==> src/design/fixed_pkg.sv <==
package fixed_pkg;

    // Q16.16 signed format used on every datapath
    localparam int FRACTIONAL_BITS = 16;

    typedef logic signed [31:0] fixed;

    // Real to fixed with rounding to nearest, for constants only
    function automatic fixed rtof(input real value);
        real scaled;
        scaled = value * real'(1 << FRACTIONAL_BITS);
        return fixed'($rtoi((scaled < 0.0) ? scaled - 0.5 : scaled + 0.5));
    endfunction

    // Full product, then drop the extra fraction bits
    function automatic fixed mul(input fixed a, input fixed b);
        logic signed [63:0] wide_a;
        logic signed [63:0] wide_b;
        logic signed [63:0] product;
        logic signed [63:0] shifted;
        wide_a  = a;
        wide_b  = b;
        product = wide_a * wide_b;
        shifted = product >>> FRACTIONAL_BITS;
        return shifted[31:0];
    endfunction

    // Limit value to the closed range lo..hi
    function automatic fixed clamp(input fixed value, input fixed lo, input fixed hi);
        fixed result;
        if (value < lo) begin
            result = lo;
        end else if (value > hi) begin
            result = hi;
        end else begin
            result = value;
        end
        return result;
    endfunction

endpackage

==> src/design/geometry_pkg.sv <==
package geometry_pkg;
    import fixed_pkg::*;

    // RGB565
    typedef logic [15:0] color_t;

    typedef struct packed {
        fixed x;
        fixed y;
        fixed z;
    } position_t;

    typedef struct packed {
        position_t position;
        color_t    color;
    } vertex_t;

    typedef struct packed {
        vertex_t v0;
        vertex_t v1;
        vertex_t v2;
    } triangle_t;

    typedef struct packed {
        logic [15:0] id;
        // Last triangle of the current object
        logic        last;
    } triangle_meta_t;

    localparam int  VIEWPORT_WIDTH  = 160;
    localparam int  VIEWPORT_HEIGHT = 120;
    localparam real FOCAL_LENGTH    = 0.1;
    localparam real ASPECT_RATIO    = real'(VIEWPORT_WIDTH) / real'(VIEWPORT_HEIGHT);

    localparam fixed FOCAL_X  = rtof(FOCAL_LENGTH * real'(VIEWPORT_WIDTH));
    localparam fixed FOCAL_Y  = rtof(FOCAL_LENGTH * real'(VIEWPORT_HEIGHT) * ASPECT_RATIO);
    localparam fixed CENTER_X = rtof(real'(VIEWPORT_WIDTH) / 2.0);
    localparam fixed CENTER_Y = rtof(real'(VIEWPORT_HEIGHT) / 2.0);

    // First coordinate past the right and bottom edges
    localparam fixed VIEWPORT_X_END = rtof(real'(VIEWPORT_WIDTH));
    localparam fixed VIEWPORT_Y_END = rtof(real'(VIEWPORT_HEIGHT));

    localparam fixed Z_NEAR = rtof(1.0);
    localparam fixed Z_FAR  = rtof(1000.0);

    typedef enum logic [2:0] {
        S_IDLE,
        S_LOAD_DIV,
        S_WAIT_DIV,
        S_PROJ,
        S_OUT
    } proj_state_t;

    typedef enum logic [1:0] {
        DIV_IDLE,
        DIV_RUN,
        DIV_DONE
    } div_state_t;

endpackage

==> src/design/triangle_stream_if.sv <==
interface triangle_stream_if;
    import geometry_pkg::*;

    triangle_t      data;
    triangle_meta_t meta;
    logic           valid;
    logic           ready;

    modport source (
        output data,
        output meta,
        output valid,
        input  ready
    );

    modport sink (
        input  data,
        input  meta,
        input  valid,
        output ready
    );

endinterface

==> src/design/triangle_intake.sv <==
module triangle_intake (
    input  logic                         clk,
    input  logic                         rstn,
    input  geometry_pkg::triangle_t      in_data,
    input  geometry_pkg::triangle_meta_t in_meta,
    input  logic                         in_valid,
    output logic                         in_ready,
    triangle_stream_if.source            tri_out
);
    import geometry_pkg::*;

    triangle_t      entry_data;
    triangle_meta_t entry_meta;
    logic           full;
    logic           accept;

    // Room when empty or when the entry leaves this cycle
    assign in_ready = !full || tri_out.ready;
    assign accept   = in_valid && in_ready;

    always_ff @(posedge clk or negedge rstn) begin
        if (!rstn) begin
            full <= 1'b0;
        end else if (accept) begin
            full <= 1'b1;
        end else if (tri_out.ready) begin
            full <= 1'b0;
        end
    end

    always_ff @(posedge clk) begin
        if (accept) begin
            entry_data <= in_data;
            entry_meta <= in_meta;
        end
    end

    assign tri_out.valid = full;
    assign tri_out.data  = entry_data;
    assign tri_out.meta  = entry_meta;

endmodule

==> src/flat_wrapper.sv <==
// flat-port wrapper written by rule: the top's interface ports become plain ports
module triangle_intake_flat import geometry_pkg::*;
  (clk, rstn, in_data, in_meta, in_valid, in_ready, tri_out_data, tri_out_meta, tri_out_valid, tri_out_ready);
  triangle_stream_if tri_out_i ();
  input  logic clk;
  input  logic rstn;
  input  geometry_pkg::triangle_t in_data;
  input  geometry_pkg::triangle_meta_t in_meta;
  input  logic in_valid;
  output logic in_ready;
  output wire logic [$bits(tri_out_i.data)-1:0] tri_out_data;
  output wire logic [$bits(tri_out_i.meta)-1:0] tri_out_meta;
  output wire logic [$bits(tri_out_i.valid)-1:0] tri_out_valid;
  input wire logic [$bits(tri_out_i.ready)-1:0] tri_out_ready;
  assign tri_out_data = tri_out_i.data;
  assign tri_out_meta = tri_out_i.meta;
  assign tri_out_valid = tri_out_i.valid;
  assign tri_out_i.ready = tri_out_ready;
  triangle_intake u_core (.clk(clk), .rstn(rstn), .in_data(in_data), .in_meta(in_meta), .in_valid(in_valid), .in_ready(in_ready), .tri_out(tri_out_i));
endmodule
==> config.mk <==
export PLATFORM = sky130hd
export DESIGN_NAME = triangle_intake_flat
export DESIGN_NICKNAME = d
export VERILOG_FILES = /design/src/design/fixed_pkg.sv /design/src/design/geometry_pkg.sv /design/src/design/triangle_stream_if.sv /design/src/design/triangle_intake.sv /design/src/flat_wrapper.sv
export SDC_FILE = /design/constraint.sdc
export NUM_CORES = 1
export LEC_CHECK = 0
export ABC_AREA = 1
export BUFFER_PORTS_ARGS = -buffer_cell sky130_fd_sc_hd__buf_2
export CAP_MARGIN = 20
export CORE_AREA = 2 2 278 280
export DETAILED_ROUTE_END_ITERATION = 10
export DIE_AREA = 0 0 280 282
export GPL_TIMING_DRIVEN = 0
export PLACE_DENSITY = 0.46
export SLEW_MARGIN = 40
export SYNTH_ARGS = -nofsm -noshare
export SYNTH_HDL_FRONTEND = slang
export SYNTH_SLANG_ARGS = --single-unit
export TNS_END_PERCENT = 100
==> constraint.sdc <==
create_clock -name clk -period 25.7 [get_ports clk]
set_input_delay 2.57 -clock clk [delete_from_list [all_inputs] [get_ports clk]]
set_output_delay 2.57 -clock clk [all_outputs]
set_load 0.01 [all_outputs]
==> results.cfg, run 1 <==
[cells_and_area]
synthToLayoutAreaGrowth_pct = 61.8
utilization_pct = 22.8
layout_common_cells = buf_2, edfxtp_1, clkbuf_16
final_common_cell = buf_2
layoutNonFillerInstCount = 2138
num-nets-final = 1492
drive_gt1_share_pct = 67.9

[timing]
final_max_slew_viol_count = 0
rsz0062_at_grt = no
fin_crit_ns = 5.61
report.final.hold_viol_count = 0
fin_crit_sh_pct = 21.8
fmax_mhz = 178
slew_headroom_pct = 73.1
final.setup_skew_ns = 0.00866
worst_slew_pin_slew_ns = 0.402
setup_viol_count_final = 0

[routing]
met2_length_mm = 16.9
met3_length_mm = 3.76
routedWlPerCell_microns = 15.1
first_iter_violations = 208
wirelength_met1_mm = 10.4
drt_pass1_iterations = 4
via_per_inst = 3.14
num_vias = 6719
drc_errors = 0
wirelength_mm = 32.2
highest_layer = met5
ant_nets = 0

[global_routing]
grt_pass1_wl_mm = 44.0
grt_max_degree = 21
grt_use_total_pct = 7.55
grt_pass1_vias = 7311
antenna_found_initial = 9
grt_overflow = 0

[floorplan]
row_count = 101
fp.dieH_microns = 282
die-area_sq_mm = 0.0790
io_pins = 712
die_w_microns = 280
coreArea_sq_mm = 0.0757
start_util_pct = 14.1

[cts]
cts_htree_levels = 2
ctsHoldBuffers = 0
clock-sinks = 354
cts.clk_slew.worst_paths_ns = 0.05
clock_latency_ns = 0.54
cts_buffers = 41
cts_buffer_depth = 3
cts_root_buf = clkbuf_16
cts_tree = built
postCtsSetupBuffers = 0
cts_resized = 0

[min_path]
min_path_type = reg2reg
holdPathEnd = u_core.tri_out.valid$_DFFE_PN0P_
min_from = u_core.tri_out.valid$_DFFE_PN0P_
hold_path_depth = 2

[synth]
netlist.area_leader.share_pct = 99.6
synthCells = 359
synth.avg_cell_area_sq_um = 29.7
ys_types = 5
synth-seq-cells = 354
seq_area_frac_synth_pct = 99.8
netlist_area_sq_mm = 0.0106
synth_area_leader_cell = edfxtp_1
synth_area_leaders = edfxtp_1, dfrtp_1, inv_1
syn_nets = 716
ys_warn_count = 0

[critical_path]
rrSetupSlack_ns = 22.99
required_ns = 23.13
path_max_fanout = 2
cpMaxStageDelayCell = buf_2
worstRegToRegCells = 9
reg2reg_from = u_core.tri_out.valid$_DFFE_PN0P_
arrival_ns = 3.04
r2r_end = u_core.tri_out.data[271]$_DFFE_PP_
crit_path_frequent_cell = buf_2
slowest_delay_ns = 0.15
startpoint_type = input pin
critPathBufInv = 3
path_cells = buf_2 > inv_1 > nand2_1 > buf_2
cpLargestDelayFamily = buffers and inverters
end_kind = output pin
path_class = in2out

[power]
power_density_mw_per_mm2 = 80.5
leakagePower_uw = 0.00705
peakVddDrop_v = 0.0000488

[placement]
dp.cells = 2070
dp_hpwl_mm = 25.6
gp_congestion = 0.777
port_buffers = 711

[status]
status = completed

[run]
cap_violations = 0
[sequential cells by signal (all words and copies together) (netlist names)]
signal and count:
u_core.tri_out.data 336, u_core.tri_out.meta 17, u_core.tri_out.valid 1
[routing by layer]
| metal | vias up | global-route usage [%] |
|---|---|---|
| li1 | 3028 | - |
| met2 | 427 | 13.7 |
| met1 | 3170 | 7.08 |
| met5 | - | 0 |
| met3 | 82 | 3.81 |
| met4 | 12 | 3.40 |
[power breakdown]
part | internal, uW | switching, uW | leakage, uW
clock | 378 | 226 | 0.000665
combinational | 46.1 | 54.3 | 0.00301
sequential | 674 | 8.19 | 0.00337
[through the flow]
step | power [uW] | TNS, ns | hold slack [ns] | cell area [sq um] | setup WS, ns
CTS | 1420 | 0 | 0.614 | 17200 | 20.08
global route | 1440 | 0 | 0.637 | 17200 | 20.06
detailed placement | 798 | 0 | 0.594 | 15900 | 20.09
global placement | 817 | -571.77 | 0.520 | 15400 | -1.69
finish | 1390 | 0 | 0.615 | 17200 | 20.09
floorplan | 744 | 0 | 0.609 | 10600 | 4.99
[worst register-to-register path, cell delays in order, from the launching register on]
cell,delay (ns)
dfrtp_1,0.42
a21oi_4,0.39
buf_8,0.24
buf_16,0.18
buf_8,0.19
buf_8,0.21
buf_8,0.22
buf_16,0.18
buf_16,0.17
buf_8,0.19
[synth_stat cells]
library cell,instances
a21oi_1,1
nand2_1,2
edfxtp_1,353
dfrtp_1,1
inv_1,2
[kinds of logic (layout without fill, tap and decap cells)]
logic type,after synthesis,in the layout,synth area share [%]
flip-flops,354,354,99.8
buffers and inverters,2,802,0.0705
other,0,1,0
AND/OR/NAND/NOR,2,2,0.0705
AO/OA/AOI/OAI,1,1,0.0470
[layout make-up]
class                   instances  area, sq um
repair buffers                733         3980
clock inverters                22          323
diodes                          1         2.50
inverters                       2         7.51
multi-input cells               3         23.8
fillers                      7954        58500
well taps                     978         1220
flip-flops and latches        354        10600
clock buffers                  45         1040
[worst max path at each step]
stage | from | endpoint | slack (ns) | cells past startpoint
after CTS | tri_out_ready | in_ready | 20.08 | 4
after detailed placement | tri_out_ready | in_ready | 20.09 | 4
final | tri_out_ready | in_ready | 20.09 | 4
after global placement | tri_out_ready | u_core.tri_out.data[13]$_DFFE_PP_ | -1.69 | 3
after global routing | tri_out_ready | in_ready | 20.06 | 4
after floorplan | in_valid | u_core.tri_out.data[0]$_DFFE_PP_ | 4.99 | 2
(Power assumes the default switching activity.)
==> inputs of run 2 (changes only) <==
--- a/config.mk
+++ b/config.mk
@@ -8,11 +8,11 @@
 export ABC_AREA = 1
 export BUFFER_PORTS_ARGS = -buffer_cell sky130_fd_sc_hd__buf_2
 export CAP_MARGIN = 20
-export CORE_AREA = 2 2 278 280
+export CORE_AREA = 2 2 276 278
 export DETAILED_ROUTE_END_ITERATION = 10
-export DIE_AREA = 0 0 280 282
+export DIE_AREA = 0 0 278 280
 export GPL_TIMING_DRIVEN = 0
-export PLACE_DENSITY = 0.46
+export PLACE_DENSITY = 0.47
 export SLEW_MARGIN = 40
 export SYNTH_ARGS = -nofsm -noshare
 export SYNTH_HDL_FRONTEND = slang
==> constraint.sdc (replaced) <==
create_clock -name clk -period 4.65 [get_ports clk]
set_input_delay 0.465 -clock clk [delete_from_list [all_inputs] [get_ports clk]]
set_output_delay 0.465 -clock clk [all_outputs]
set_load 0.01 [all_outputs]
==> run 2 against run 1 <==
Effect of this change:
- global-route usage is 0.50 points higher
- first-iteration DRC count rose by 14%
- via count shrank 0.21%
- routed wire length rose by 3.7%
- critical endpoint is now u_core.tri_out.data[328]$_DFFE_PP_
- non-clock buffer count stayed put
- power grew to 5.2 times the previous value
- critical path type is now reg2reg
- final area down 1.7%
- combinational power rose to 5.4 times the previous value
- critical path depth is 5 higher
- sequential share of layout area is 1.1 points higher
==> results.cfg, run 2 (synthesis gave the netlist of run 1 again) <==
[routing]
ant_nets = 0
drc_errors = 0
via_per_inst = 3.13
drt_pass1_iterations = 4
wirelength_mm = 33.4
num_vias = 6705
first_iter_violations = 238
routedWlPerCell_microns = 15.6

[cts]
cts_tree = built
clock-sinks = 354
postCtsSetupBuffers = 0
cts_resized = 0
cts_root_buf = clkbuf_16
clock_latency_ns = 0.55
cts_buffer_depth = 3
cts_htree_levels = 2
cts_buffers = 40
ctsHoldBuffers = 1
cts.clk_slew.worst_paths_ns = 0.06

[power]
power_uw = 7200
power.internal_uw = 5630
pwr-share-seq_pct = 52.4
p_clk_share_pct = 40.1
leakagePower_uw = 0.00691
p_switching_uw = 1570
peakVddDrop_v = 0.000280
power_density_mw_per_mm2 = 425
combPwrFrac_pct = 7.5
power_switching_share_pct = 21.8

[timing]
fin_crit_sh_pct = 63.2
worst_slack_ns = 1.71
fmax_mhz = 340
setup_viol_count_final = 0
fin_crit_ns = 2.94
final.setup_skew_ns = 0.0195
worst_slew_pin_slew_ns = 0.599
slew_headroom_pct = 60.0
report.final.hold_viol_count = 0
final_max_slew_viol_count = 0
rsz0062_at_grt = no

[placement]
gp_congestion = 0.769
port_buffers = 711
dp.cells = 2069
place_area_sq_mm = 0.0157
dp_hpwl_mm = 26.8
dp_worst_setup_slack_ns = 1.48

[status]
status = completed

[cells_and_area]
final_common_cell = buf_2
layoutNonFillerInstCount = 2139
largest_register_ffs = 336
layout_common_cells = buf_2, edfxtp_1, clkbuf_16
synthToLayoutAreaGrowth_pct = 59.0
drive_gt1_share_pct = 67.6
num-nets-final = 1491
finish.instance_area_sq_mm = 0.0169
fillers = 7917

[global_routing]
grt_use_total_pct = 8.05
antenna_found_initial = 10
grt_overflow = 0
grt_pass1_vias = 7273
grt_max_degree = 21
grt_pass1_wl_mm = 45.6

[run]
cap_violations = 0

[floorplan]
coreArea_sq_mm = 0.0752
die_w_microns = 278
io_pins = 712
die-area_sq_mm = 0.0778
fp.dieH_microns = 280
start_util_pct = 14.2
row_count = 101

[min_path]
min_path_type = in2reg

[critical_path]
path_class = reg2reg
path_max_fanout = 20
arrival_ns = 3.18
end_kind = flop
startpoint_type = flop
required_ns = 4.89
## run 2: changes by cell type in the layout (fill, tap and decap cells not counted)
cell	delta
buf_16	-7
buf_6	+2
buf_8	+4
bufinv_16	-8
clkbuf_1	+8
clkinv_1	-5
clkinv_2	+2
clkinv_4	+1
clkinvlp_4	+2
diode_2	+1
dlygate4sd3_1	+1
## run 2: layout make-up
class / instances / area [sq um] / area share, %
tap: 978 / 1220 / 7.23
timing repair buffer: 733 / 3880 / 22.9
sequential: 354 / 10600 / 62.8
antenna: 2 / 5.00 / 0.0296
clock buffer: 53 / 1070 / 6.33
clock inverter: 14 / 97.6 / 0.576
multi-input combinational: 3 / 23.8 / 0.140
inverter: 2 / 7.51 / 0.0443
## run 2: path summary, 6_finish.rpt
| path | from | endpoint | slack, ns | cells past startpoint |
|---|---|---|---|---|
| setup / recovery | u_core.tri_out.valid$_DFFE_PN0P_ | u_core.tri_out.data[328]$_DFFE_PP_ | 1.71 | 9 |
| hold / removal | in_data[132] | u_core.tri_out.data[132]$_DFFE_PP_ | 0.09 | 1 |
| setup reg to reg | u_core.tri_out.valid$_DFFE_PN0P_ | u_core.tri_out.data[328]$_DFFE_PP_ | 1.71 | 9 |
| hold reg to reg | u_core.tri_out.valid$_DFFE_PN0P_ | u_core.tri_out.valid$_DFFE_PN0P_ | 0.61 | 2 |
| max in group asynchronous | rstn | u_core.tri_out.valid$_DFFE_PN0P_ | 4.33 | 2 |
| min in group asynchronous | rstn | u_core.tri_out.valid$_DFFE_PN0P_ | 0.24 | 2 |
## run 2: critical path, cell delays in order (launching register included)
cell and delay [ns]:
dfrtp_1 0.42, a21oi_4 0.52, buf_8 0.24, buf_8 0.20, buf_6 0.19, buf_8 0.20, buf_8 0.20, buf_8 0.21
buf_8 0.21, buf_8 0.20
## run 2: through the flow
stage                     hold WS, ns  utilization [%]  setup TNS (ns)
after CTS                      0.0300             22.5               0
final                          0.0885             22.5               0
after detailed placement        0.241             20.9               0
after global routing           0.0410             22.5               0
after floorplan                 0.169                -         -769.93
after global placement          0.241             20.5        -1528.53
## run 2: power groups by stage
stage | Combinational, uW | Clock, uW | Sequential, uW
4_1_cts | 559 | 3010 | 3780
6_report | 543 | 2880 | 3770
3_5_place_dp | 558 | 0 | 3840
2_1_floorplan | 58.1 | 0 | 3970
3_3_place_gp | 510 | 0 | 3890
5_1_grt | 587 | 3120 | 3790
## run 2: layer usage
metal / GRT usage [%] / share of wire (%)
met4: 3.35 / 2.9
met2: 14.7 / 52
met1: 8.00 / 35
met3: 3.40 / 10
met5: 0 / 0.090
