**config.mk**
```make
export PLATFORM = sky130hd
export DESIGN_NAME = viewport_cull_flat
export DESIGN_NICKNAME = d
export VERILOG_FILES = /design/src/design/fixed_pkg.sv /design/src/design/geometry_pkg.sv /design/src/design/triangle_stream_if.sv /design/src/design/viewport_cull.sv /design/src/flat_wrapper.sv
export SDC_FILE = /design/constraint.sdc
export NUM_CORES = 1
export LEC_CHECK = 0
export ABC_AREA = 1
export BUFFER_PORTS_ARGS = -buffer_cell sky130_fd_sc_hd__buf_2
export CORE_AREA = 2 2 284 286
export CTS_CLUSTER_SIZE = 30
export DETAILED_ROUTE_END_ITERATION = 6
export DIE_AREA = 0 0 286 288
export PLACE_DENSITY = 0.47
export SLEW_MARGIN = 40
export SYNTH_ARGS = -nofsm -noshare
export SYNTH_HDL_FRONTEND = slang
export SYNTH_SLANG_ARGS = --single-unit
export TNS_END_PERCENT = 30
```
**constraint.sdc**
```tcl
create_clock -name clk -period 15.4 [get_ports clk]
set_input_delay 1.54 -clock clk [delete_from_list [all_inputs] [get_ports clk]]
set_output_delay 1.54 -clock clk [all_outputs]
set_load 0.005 [all_outputs]
```
**src/design/fixed_pkg.sv**
```systemverilog
package fixed_pkg;

    // Q16.16 signed format used on every datapath
    localparam int FRACTIONAL_BITS = 16;

    typedef logic signed [31:0] fixed;

    // Real to fixed with rounding to nearest, for constants only
    function automatic fixed rtof(input real value);
        real scaled;
        scaled = value * real'(1 << FRACTIONAL_BITS);
        return fixed'($rtoi((scaled < 0.0) ? scaled - 0.5 : scaled + 0.5));
    endfunction

    // Full product, then drop the extra fraction bits
    function automatic fixed mul(input fixed a, input fixed b);
        logic signed [63:0] wide_a;
        logic signed [63:0] wide_b;
        logic signed [63:0] product;
        logic signed [63:0] shifted;
        wide_a  = a;
        wide_b  = b;
        product = wide_a * wide_b;
        shifted = product >>> FRACTIONAL_BITS;
        return shifted[31:0];
    endfunction

    // Limit value to the closed range lo..hi
    function automatic fixed clamp(input fixed value, input fixed lo, input fixed hi);
        fixed result;
        if (value < lo) begin
            result = lo;
        end else if (value > hi) begin
            result = hi;
        end else begin
            result = value;
        end
        return result;
    endfunction

endpackage

```
**src/design/geometry_pkg.sv**
```systemverilog
package geometry_pkg;
    import fixed_pkg::*;

    // RGB565
    typedef logic [15:0] color_t;

    typedef struct packed {
        fixed x;
        fixed y;
        fixed z;
    } position_t;

    typedef struct packed {
        position_t position;
        color_t    color;
    } vertex_t;

    typedef struct packed {
        vertex_t v0;
        vertex_t v1;
        vertex_t v2;
    } triangle_t;

    typedef struct packed {
        logic [15:0] id;
        // Last triangle of the current object
        logic        last;
    } triangle_meta_t;

    localparam int  VIEWPORT_WIDTH  = 160;
    localparam int  VIEWPORT_HEIGHT = 120;
    localparam real FOCAL_LENGTH    = 0.1;
    localparam real ASPECT_RATIO    = real'(VIEWPORT_WIDTH) / real'(VIEWPORT_HEIGHT);

    localparam fixed FOCAL_X  = rtof(FOCAL_LENGTH * real'(VIEWPORT_WIDTH));
    localparam fixed FOCAL_Y  = rtof(FOCAL_LENGTH * real'(VIEWPORT_HEIGHT) * ASPECT_RATIO);
    localparam fixed CENTER_X = rtof(real'(VIEWPORT_WIDTH) / 2.0);
    localparam fixed CENTER_Y = rtof(real'(VIEWPORT_HEIGHT) / 2.0);

    // First coordinate past the right and bottom edges
    localparam fixed VIEWPORT_X_END = rtof(real'(VIEWPORT_WIDTH));
    localparam fixed VIEWPORT_Y_END = rtof(real'(VIEWPORT_HEIGHT));

    localparam fixed Z_NEAR = rtof(1.0);
    localparam fixed Z_FAR  = rtof(1000.0);

    typedef enum logic [2:0] {
        S_IDLE,
        S_LOAD_DIV,
        S_WAIT_DIV,
        S_PROJ,
        S_OUT
    } proj_state_t;

    typedef enum logic [1:0] {
        DIV_IDLE,
        DIV_RUN,
        DIV_DONE
    } div_state_t;

endpackage

```
**src/design/triangle_stream_if.sv**
```systemverilog
interface triangle_stream_if;
    import geometry_pkg::*;

    triangle_t      data;
    triangle_meta_t meta;
    logic           valid;
    logic           ready;

    modport source (
        output data,
        output meta,
        output valid,
        input  ready
    );

    modport sink (
        input  data,
        input  meta,
        input  valid,
        output ready
    );

endinterface

```
**src/design/viewport_cull.sv**
```systemverilog
module viewport_cull (
    input  logic                         clk,
    input  logic                         rstn,
    triangle_stream_if.sink              tri_in,
    output geometry_pkg::triangle_t      out_data,
    output geometry_pkg::triangle_meta_t out_meta,
    output logic                         out_valid,
    input  logic                         out_ready,
    output logic [15:0]                  culled_count
);
    import geometry_pkg::*;

    logic accept;
    logic drop;

    // Whole triangle beyond one viewport edge
    function automatic logic off_screen(input triangle_t t);
        logic left;
        logic right;
        logic above;
        logic below;
        left  = (t.v0.position.x < 0) && (t.v1.position.x < 0) && (t.v2.position.x < 0);
        right = (t.v0.position.x >= VIEWPORT_X_END) && (t.v1.position.x >= VIEWPORT_X_END)
             && (t.v2.position.x >= VIEWPORT_X_END);
        above = (t.v0.position.y < 0) && (t.v1.position.y < 0) && (t.v2.position.y < 0);
        below = (t.v0.position.y >= VIEWPORT_Y_END) && (t.v1.position.y >= VIEWPORT_Y_END)
             && (t.v2.position.y >= VIEWPORT_Y_END);
        return left || right || above || below;
    endfunction

    assign tri_in.ready = !out_valid || out_ready;
    assign accept       = tri_in.valid && tri_in.ready;
    assign drop         = off_screen(tri_in.data);

    always_ff @(posedge clk or negedge rstn) begin
        if (!rstn) begin
            out_valid    <= 1'b0;
            culled_count <= '0;
        end else begin
            if (accept) begin
                out_valid <= !drop;
            end else if (out_ready) begin
                out_valid <= 1'b0;
            end
            // Wraps at 16 bits
            if (accept && drop) begin
                culled_count <= culled_count + 1'b1;
            end
        end
    end

    always_ff @(posedge clk) begin
        if (accept && !drop) begin
            out_data <= tri_in.data;
            out_meta <= tri_in.meta;
        end
    end

endmodule

```
**src/flat_wrapper.sv**
```systemverilog
// flat-port wrapper written by rule: the top's interface ports become plain ports
module viewport_cull_flat import geometry_pkg::*;
  (clk, rstn, out_data, out_meta, out_valid, out_ready, culled_count, tri_in_data, tri_in_meta, tri_in_valid, tri_in_ready);
  triangle_stream_if tri_in_i ();
  input  logic clk;
  input  logic rstn;
  output geometry_pkg::triangle_t out_data;
  output geometry_pkg::triangle_meta_t out_meta;
  output logic out_valid;
  input  logic out_ready;
  output logic [15:0] culled_count;
  input wire logic [$bits(tri_in_i.data)-1:0] tri_in_data;
  input wire logic [$bits(tri_in_i.meta)-1:0] tri_in_meta;
  input wire logic [$bits(tri_in_i.valid)-1:0] tri_in_valid;
  output wire logic [$bits(tri_in_i.ready)-1:0] tri_in_ready;
  assign tri_in_i.data = tri_in_data;
  assign tri_in_i.meta = tri_in_meta;
  assign tri_in_i.valid = tri_in_valid;
  assign tri_in_ready = tri_in_i.ready;
  viewport_cull u_core (.clk(clk), .rstn(rstn), .tri_in(tri_in_i), .out_data(out_data), .out_meta(out_meta), .out_valid(out_valid), .out_ready(out_ready), .culled_count(culled_count));
endmodule
```
==> results of run 1 <==
==> layout make-up <==
class	count	area, µm²
diodes	1	2.50
clock buffers	53	1160
clock inverters	29	278
fillers	8543	61300
inverters	11	41.3
multi-input cells	171	826
flip-flops and latches	370	11000
well taps	1060	1330
repair buffers	732	3720
==> final timing paths <==
kind / from / end / slack, ps / depth (start not counted)
min in group asynchronous: rstn / u_core.culled_count[12] / 900 / 1
setup reg to reg: u_core.out_valid / u_core.out_meta[13] / 12400 / 6
hold reg to reg: u_core.culled_count[15] / u_core.culled_count[15] / 530 / 2
hold / removal: u_core.culled_count[15] / u_core.culled_count[15] / 530 / 2
max in group asynchronous: rstn / u_core.culled_count[8] / 14200 / 1
setup / recovery: tri_in_data[335] / u_core.out_meta[13] / 10880 / 11
==> where the power goes <==
group	switching [mW]	internal, mW	total, mW
Sequential	0.0264	1.19	1.21
Combinational	0.110	0.0807	0.191
Clock	0.426	0.608	1.03
Total	0.563	1.87	2.44
==> synthesized netlist by cell type, types with 2 or more instances <==
library cell | count | area [µm²]
edfxtp_1 | 353 | 10600
nand2_1 | 62 | 233
nor2_1 | 47 | 176
nand3_1 | 26 | 130
dfrtp_1 | 17 | 425
inv_1 | 10 | 37.5
xor2_1 | 8 | 70.1
a21oi_1 | 6 | 30.0
xnor2_1 | 6 | 52.6
o21ai_0 | 4 | 20.0
nand4_1 | 3 | 18.8
nand3_2 | 2 | 20.0
nor3_1 | 2 | 10.0
==> kinds of logic after synthesis <==
group / synth area share (%)
adder cells (fa/ha/maj): 0.105
flip-flops: 92.6
buffers and inverters: 0.546
AND/OR/NAND/NOR: 5.32
AO/OA/AOI/OAI: 0.420
XOR/XNOR: 1.03
==> cell usage in the layout (no fill, tap or decap) <==
cell,netlist,layout
nand3_2,2,2
nor3_1,2,2
nand2_4,1,1
o21ai_0,4,4
nand2_1,62,62
clkinvlp_4,0,2
diode_2,0,1
clkinv_2,0,6
buf_6,1,2
buf_4,1,1
bufinv_16,0,4
inv_1,10,10
nor3_2,1,1
xnor2_1,6,6
edfxtp_1,353,353
nor2_1,47,46
inv_8,0,1
clkbuf_1,0,8
clkinv_4,0,1
xor2_1,8,8
buf_16,0,1
ha_1,1,1
a21oi_1,6,6
nand3_4,1,1
nand2_2,1,1
buf_2,1,727
nand3_1,26,26
inv_6,0,4
buf_12,0,1
nor2_4,0,1
clkbuf_16,0,45
inv_16,0,1
clkinv_1,1,11
dfrtp_1,17,17
nand4_1,3,3
==> state kept, by name, indices dropped and copies added, names as in the netlist <==
name / flops
u_core.out_valid: 1
u_core.out_meta: 17
u_core.out_data: 336
u_core.culled_count: 16
==> worst register-to-register path, stage by stage (launching register included) <==
cell and delay (ps):
dfrtp_1 390, nand2_1 130, nand2_1 150, nor2_4 470
buf_4 530, buf_12 370, buf_16 450
==> through the flow <==
stage | power, mW | hold WS, ps | utilization [%] | worst slack [ps]
4_1_cts | 2.49 | 535 | 23.0 | 10730
5_1_grt | 2.54 | 569 | 23.1 | 10620
3_5_place_dp | 1.43 | 521 | 21.2 | 10100
3_3_place_gp | 1.43 | 507 | 21.2 | 9930
2_1_floorplan | 1.30 | 504 | - | 3480
6_report | 2.44 | 525 | 23.1 | 10880
==> per-layer routing <==
layer	GRT usage, %	vias to the layer above	routed length [µm]
met5	0	-	27
met4	2.98	4	1080
met3	5.58	69	5710
met2	17.7	434	22800
met1	10.7	3963	15800
li1	-	3666	-
==> impl_metrics.tcl, run 1 <==
set metrics [dict create \
    synth_edf_count 353 \
    antenna_found_initial 11 \
    io_buffers 727 \
    synth_nets 913 \
    hold_violations 0 \
    rsz0062_at_grt "no" \
    worstSetupEndpointType "register" \
    clkLatencyLatePin_ps 560 \
    netlist-cell-type-count 22 \
    final_nets 1689 \
    drc 0 \
    dr.pass1.iters 4 \
    async_flop_share_pct 4.59 \
    cpMostUsedCell "nor2_1" \
    ir_drop_mv 0.0816 \
    fin_crit_ps 4520 \
    root_buffer "clkbuf_16" \
    syn_to_final_growth_pct 54.3 \
    antenna_left 0 \
    routed_via_density 3.35 \
    overflow 0 \
    required_ps 15610 \
    cts_buffer_depth 3 \
    drive_gt1_share_pct 58.8 \
    cts_buffers 45 \
    synth-main-ff-cell "edfxtp_1" \
    ios 728 \
    postCtsSetupBuffers 0 \
    power.density_mw_per_mm2 133 \
    path_class "in -> reg" \
    cp.buffers_inverters 4 \
    die-area_mm2 0.0824 \
    start_util_pct 15.0 \
    hpwl_mm 36.9 \
    final-setup-viol-count 0 \
    coreArea_mm2 0.0796 \
    grt_start_max_net_pins 154 \
    die_w_um 286 \
    drtIter0Drc 348 \
    synth-seq-area-share_pct 92.6 \
    grt_first_pass_wirelength_mm 59.9 \
    place_inst 2343 \
    wl_mm 45.5 \
    track_usage_pct 10.3 \
    path_clk_slew_ps 60 \
    dieHeight_um 288 \
    path_cells "buf_2 -> nor2_1 -> nand2_1 -> nor2_1 -> a21oi_1 -> nand3_2 -> nand3_4 -> nor2_4 -> buf_4 -> buf_12 -> buf_16" \
    synth_area_per_cell_um2 21.5 \
    synthCells 555 \
    num_rows 104 \
    max_freq_ghz 0.221 \
    cp-start-kind "primary input" \
    cts_tree "yes" \
    syn_area_mm2 0.0119 \
    hold_buffers 0 \
    synth_seq_cells 370 \
    cts.sinks 370 \
    slowest_delay_ps 530 \
    max_slew_margin_pct 55.0 \
    grt_pass1_vias 8367 \
    cp_top_family "buffers and inverters" \
    dpl_cell_area_mm2 0.0169 \
    post-route-period-util_pct 29.3 \
    worst_pin_slew_ps 674 \
    drv_cap 0 \
    p_leak_nw 7.58 \
    tns_ps 0 \
    cpMaxStageDelayCell "buf_4" \
    finalMaxSlewViolations 0 \
    critPathMaxFanout 105 \
    cts_max_level 2 \
    skew_ps 12.5 \
    stdcell_area_mm2 0.0184 \
    arrival_ps 4720 \
    instances_no_fill 2427 \
    hold_class "reg -> reg" \
    yosys_warnings 0 \
    num_vias 8136 \
    wl_per_cell_um 18.7 \
    status "finished, final reports clean" \
    cts-resized-gates 0 \
    globalplace.congestion 0.813 \
]
(Power assumes the default switching activity.)
==> inputs of run 2 (changes only) <==
clock period = 4.1 ns   (was 15.4 ns; I/O delays follow)
==> impl_metrics.tcl, run 2 (synthesis gave the netlist of run 1 again) <==
set metrics [dict create \
    setup_ws_ps 1390 \
    critPathMaxFanout 52 \
    p_int_mw 7.23 \
    final_nets 1985 \
    fin_crit_ps 2710 \
    syn_to_final_growth_pct 79.9 \
    drive_gt1_share_pct 48.9 \
    num_vias 9216 \
    p_switching_mw 2.15 \
    p_leak_nw 8.82 \
    holdPathStages 1 \
    antenna_left 0 \
    fin_util_pct 26.9 \
    switching_share_pct 23.0 \
    place_inst 2344 \
    cts_buffers 46 \
    ir_drop_mv 0.263 \
    largest_reg_flops 336 \
    cts_tree "yes" \
    pwr-share-comb_pct 10.3 \
    rsz0062_at_grt "no" \
    p_clk_share_pct 41.3 \
    globalplace.congestion 0.799 \
    ff2ff_path_depth 4 \
    track_usage_pct 10.6 \
    drtIter0Drc 337 \
    path_class "in -> reg" \
    dr.pass1.iters 4 \
    top_regs "u_core.out_data: 336 flops, u_core.out_meta: 17 flops, u_core.culled_count: 16 flops" \
    wl_mm 46.8 \
    mostFrequentLayoutCell "buf_2" \
    num_rows 104 \
    wl_per_cell_um 17.1 \
    rr_endpoint "u_core.out_data[104]" \
    start_util_pct 15.0 \
    routed_via_density 3.37 \
    hpwl_mm 35.7 \
    grt_start_max_net_pins 121 \
    mostFrequentLayoutCells "buf_2, edfxtp_1, dlygate4sd3_1" \
    die_w_um 286 \
    max_freq_ghz 0.368 \
    worst_pin_slew_ps 745 \
    rrSetupSlack_ps 2030 \
    cts.sinks 370 \
    arrival_ps 2890 \
    ios 728 \
    overflow 0 \
    die-area_mm2 0.0824 \
    worstSetupEndpointType "register" \
    r2r_start "u_core.out_valid" \
    cts_max_level 2 \
    power.density_mw_per_mm2 438 \
    clkLatencyLatePin_ps 560 \
    finalMaxSlewViolations 0 \
    regMostFlops "u_core.out_data" \
    sequentialPowerShare_pct 48.4 \
    antenna_found_initial 12 \
    drv_cap 0 \
    post-place-ws_ps 1260 \
    io_buffers 727 \
    max_slew_margin_pct 50.3 \
    cp-start-kind "primary input" \
    holdPathEnd "u_core.out_data[68]" \
    grt_pass1_vias 9924 \
    root_buffer "clkbuf_16" \
    hold_start "tri_in_data[68]" \
    hold_class "in -> reg" \
    grt_first_pass_wirelength_mm 64.1 \
    final-setup-viol-count 0 \
    cts_buffer_depth 3 \
    post-route-period-util_pct 66.2 \
    status "finished, final reports clean" \
    path_clk_slew_ps 60 \
    coreArea_mm2 0.0796 \
    instances_no_fill 2733 \
    required_ps 4280 \
    cts-resized-gates 0 \
    drc 0 \
    hold_violations 0 \
    dieHeight_um 288 \
    skew_ps 12.4 \
]
==> run 2: changes by cell type in the layout (fill, tap and decap cells not counted), moves of 2 or more <==
cell           before  now
dlygate4sd3_1       0  295
buf_6               2    0
clkbuf_1            8   12
clkinv_2            6    8
buf_12              1    3
diode_2             1    8
nor2_1             46   37
nor2_4              1    9
clkinv_1           11    8
inv_6               4    2
==> run 2: worst max-delay path: stages <==
cell and delay, ps:
dlygate4sd3_1 530, buf_2 130, nand3_1 70, nor2_1 40
nor2_1 140, a21oi_1 200, nand3_2 170, nand3_4 240
nor2_4 320, buf_4 580
==> run 2: how the worst max path moves through the flow <==
stage                     start                   end  slack (ps)  cells past startpoint
6_report       tri_in_data[293]  u_core.out_data[104]        1390                     10
5_1_grt        tri_in_data[293]  u_core.out_data[104]        1230                     10
4_1_cts        tri_in_data[214]  u_core.out_data[110]        1330                      8
3_5_place_dp   tri_in_data[214]  u_core.out_data[186]        1260                      7
3_3_place_gp    tri_in_data[67]  u_core.out_data[107]        1310                      9
2_1_floorplan  tri_in_data[298]    u_core.out_data[0]       -2600                      8
==> run 2: power by group through the flow <==
stage                     logic, mW  registers (mW)  clock network [mW]
after floorplan               0.158            4.68                   0
after global placement        0.746            4.62                   0
after detailed placement      0.754            4.62                   0
after CTS                     0.991            4.55                4.04
after global routing           1.06            4.57                4.18
final                         0.965            4.55                3.87
==> run 2: repair_timing <==
| action | in CTS | in global routing |
|---|---|---|
| endpoints found under the hold margin | 311 | 0 |
| hold buffers | 295 | 0 |
| endpoints found under the setup margin | 0 | 0 |
| buffers inserted | 0 | 0 |
==> run 2: metal layers <==
metal	GRT usage (%)	routed length [µm]	vias to the layer above
li1	-	-	4278
met1	10.9	16600	4413
met2	18.4	23400	434
met3	5.32	5310	85
met4	4.16	1480	6
met5	0	40	-
==> run 2: layout make-up <==
cell class	instances	area (µm²)
fill	8214	58200
sequential	370	11000
timing repair buffer	1027	6670
tap	1060	1330
clock buffer	59	1210
multi-input combinational	171	888
clock inverter	27	241
inverter	11	41.3
antenna	8	20.0
==> run 2: metrics by stage <==
step | area (µm²) | setup TNS, ps | power, mW | hold slack (ps)
floorplan | 12000 | -917610 | 4.84 | 114
global placement | 17000 | 0 | 5.36 | 362
detailed placement | 17000 | 0 | 5.37 | 367
CTS | 21400 | 0 | 9.58 | 0.342
global route | 21400 | 0 | 9.81 | 13.1
finish | 21400 | 0 | 9.38 | 48.0
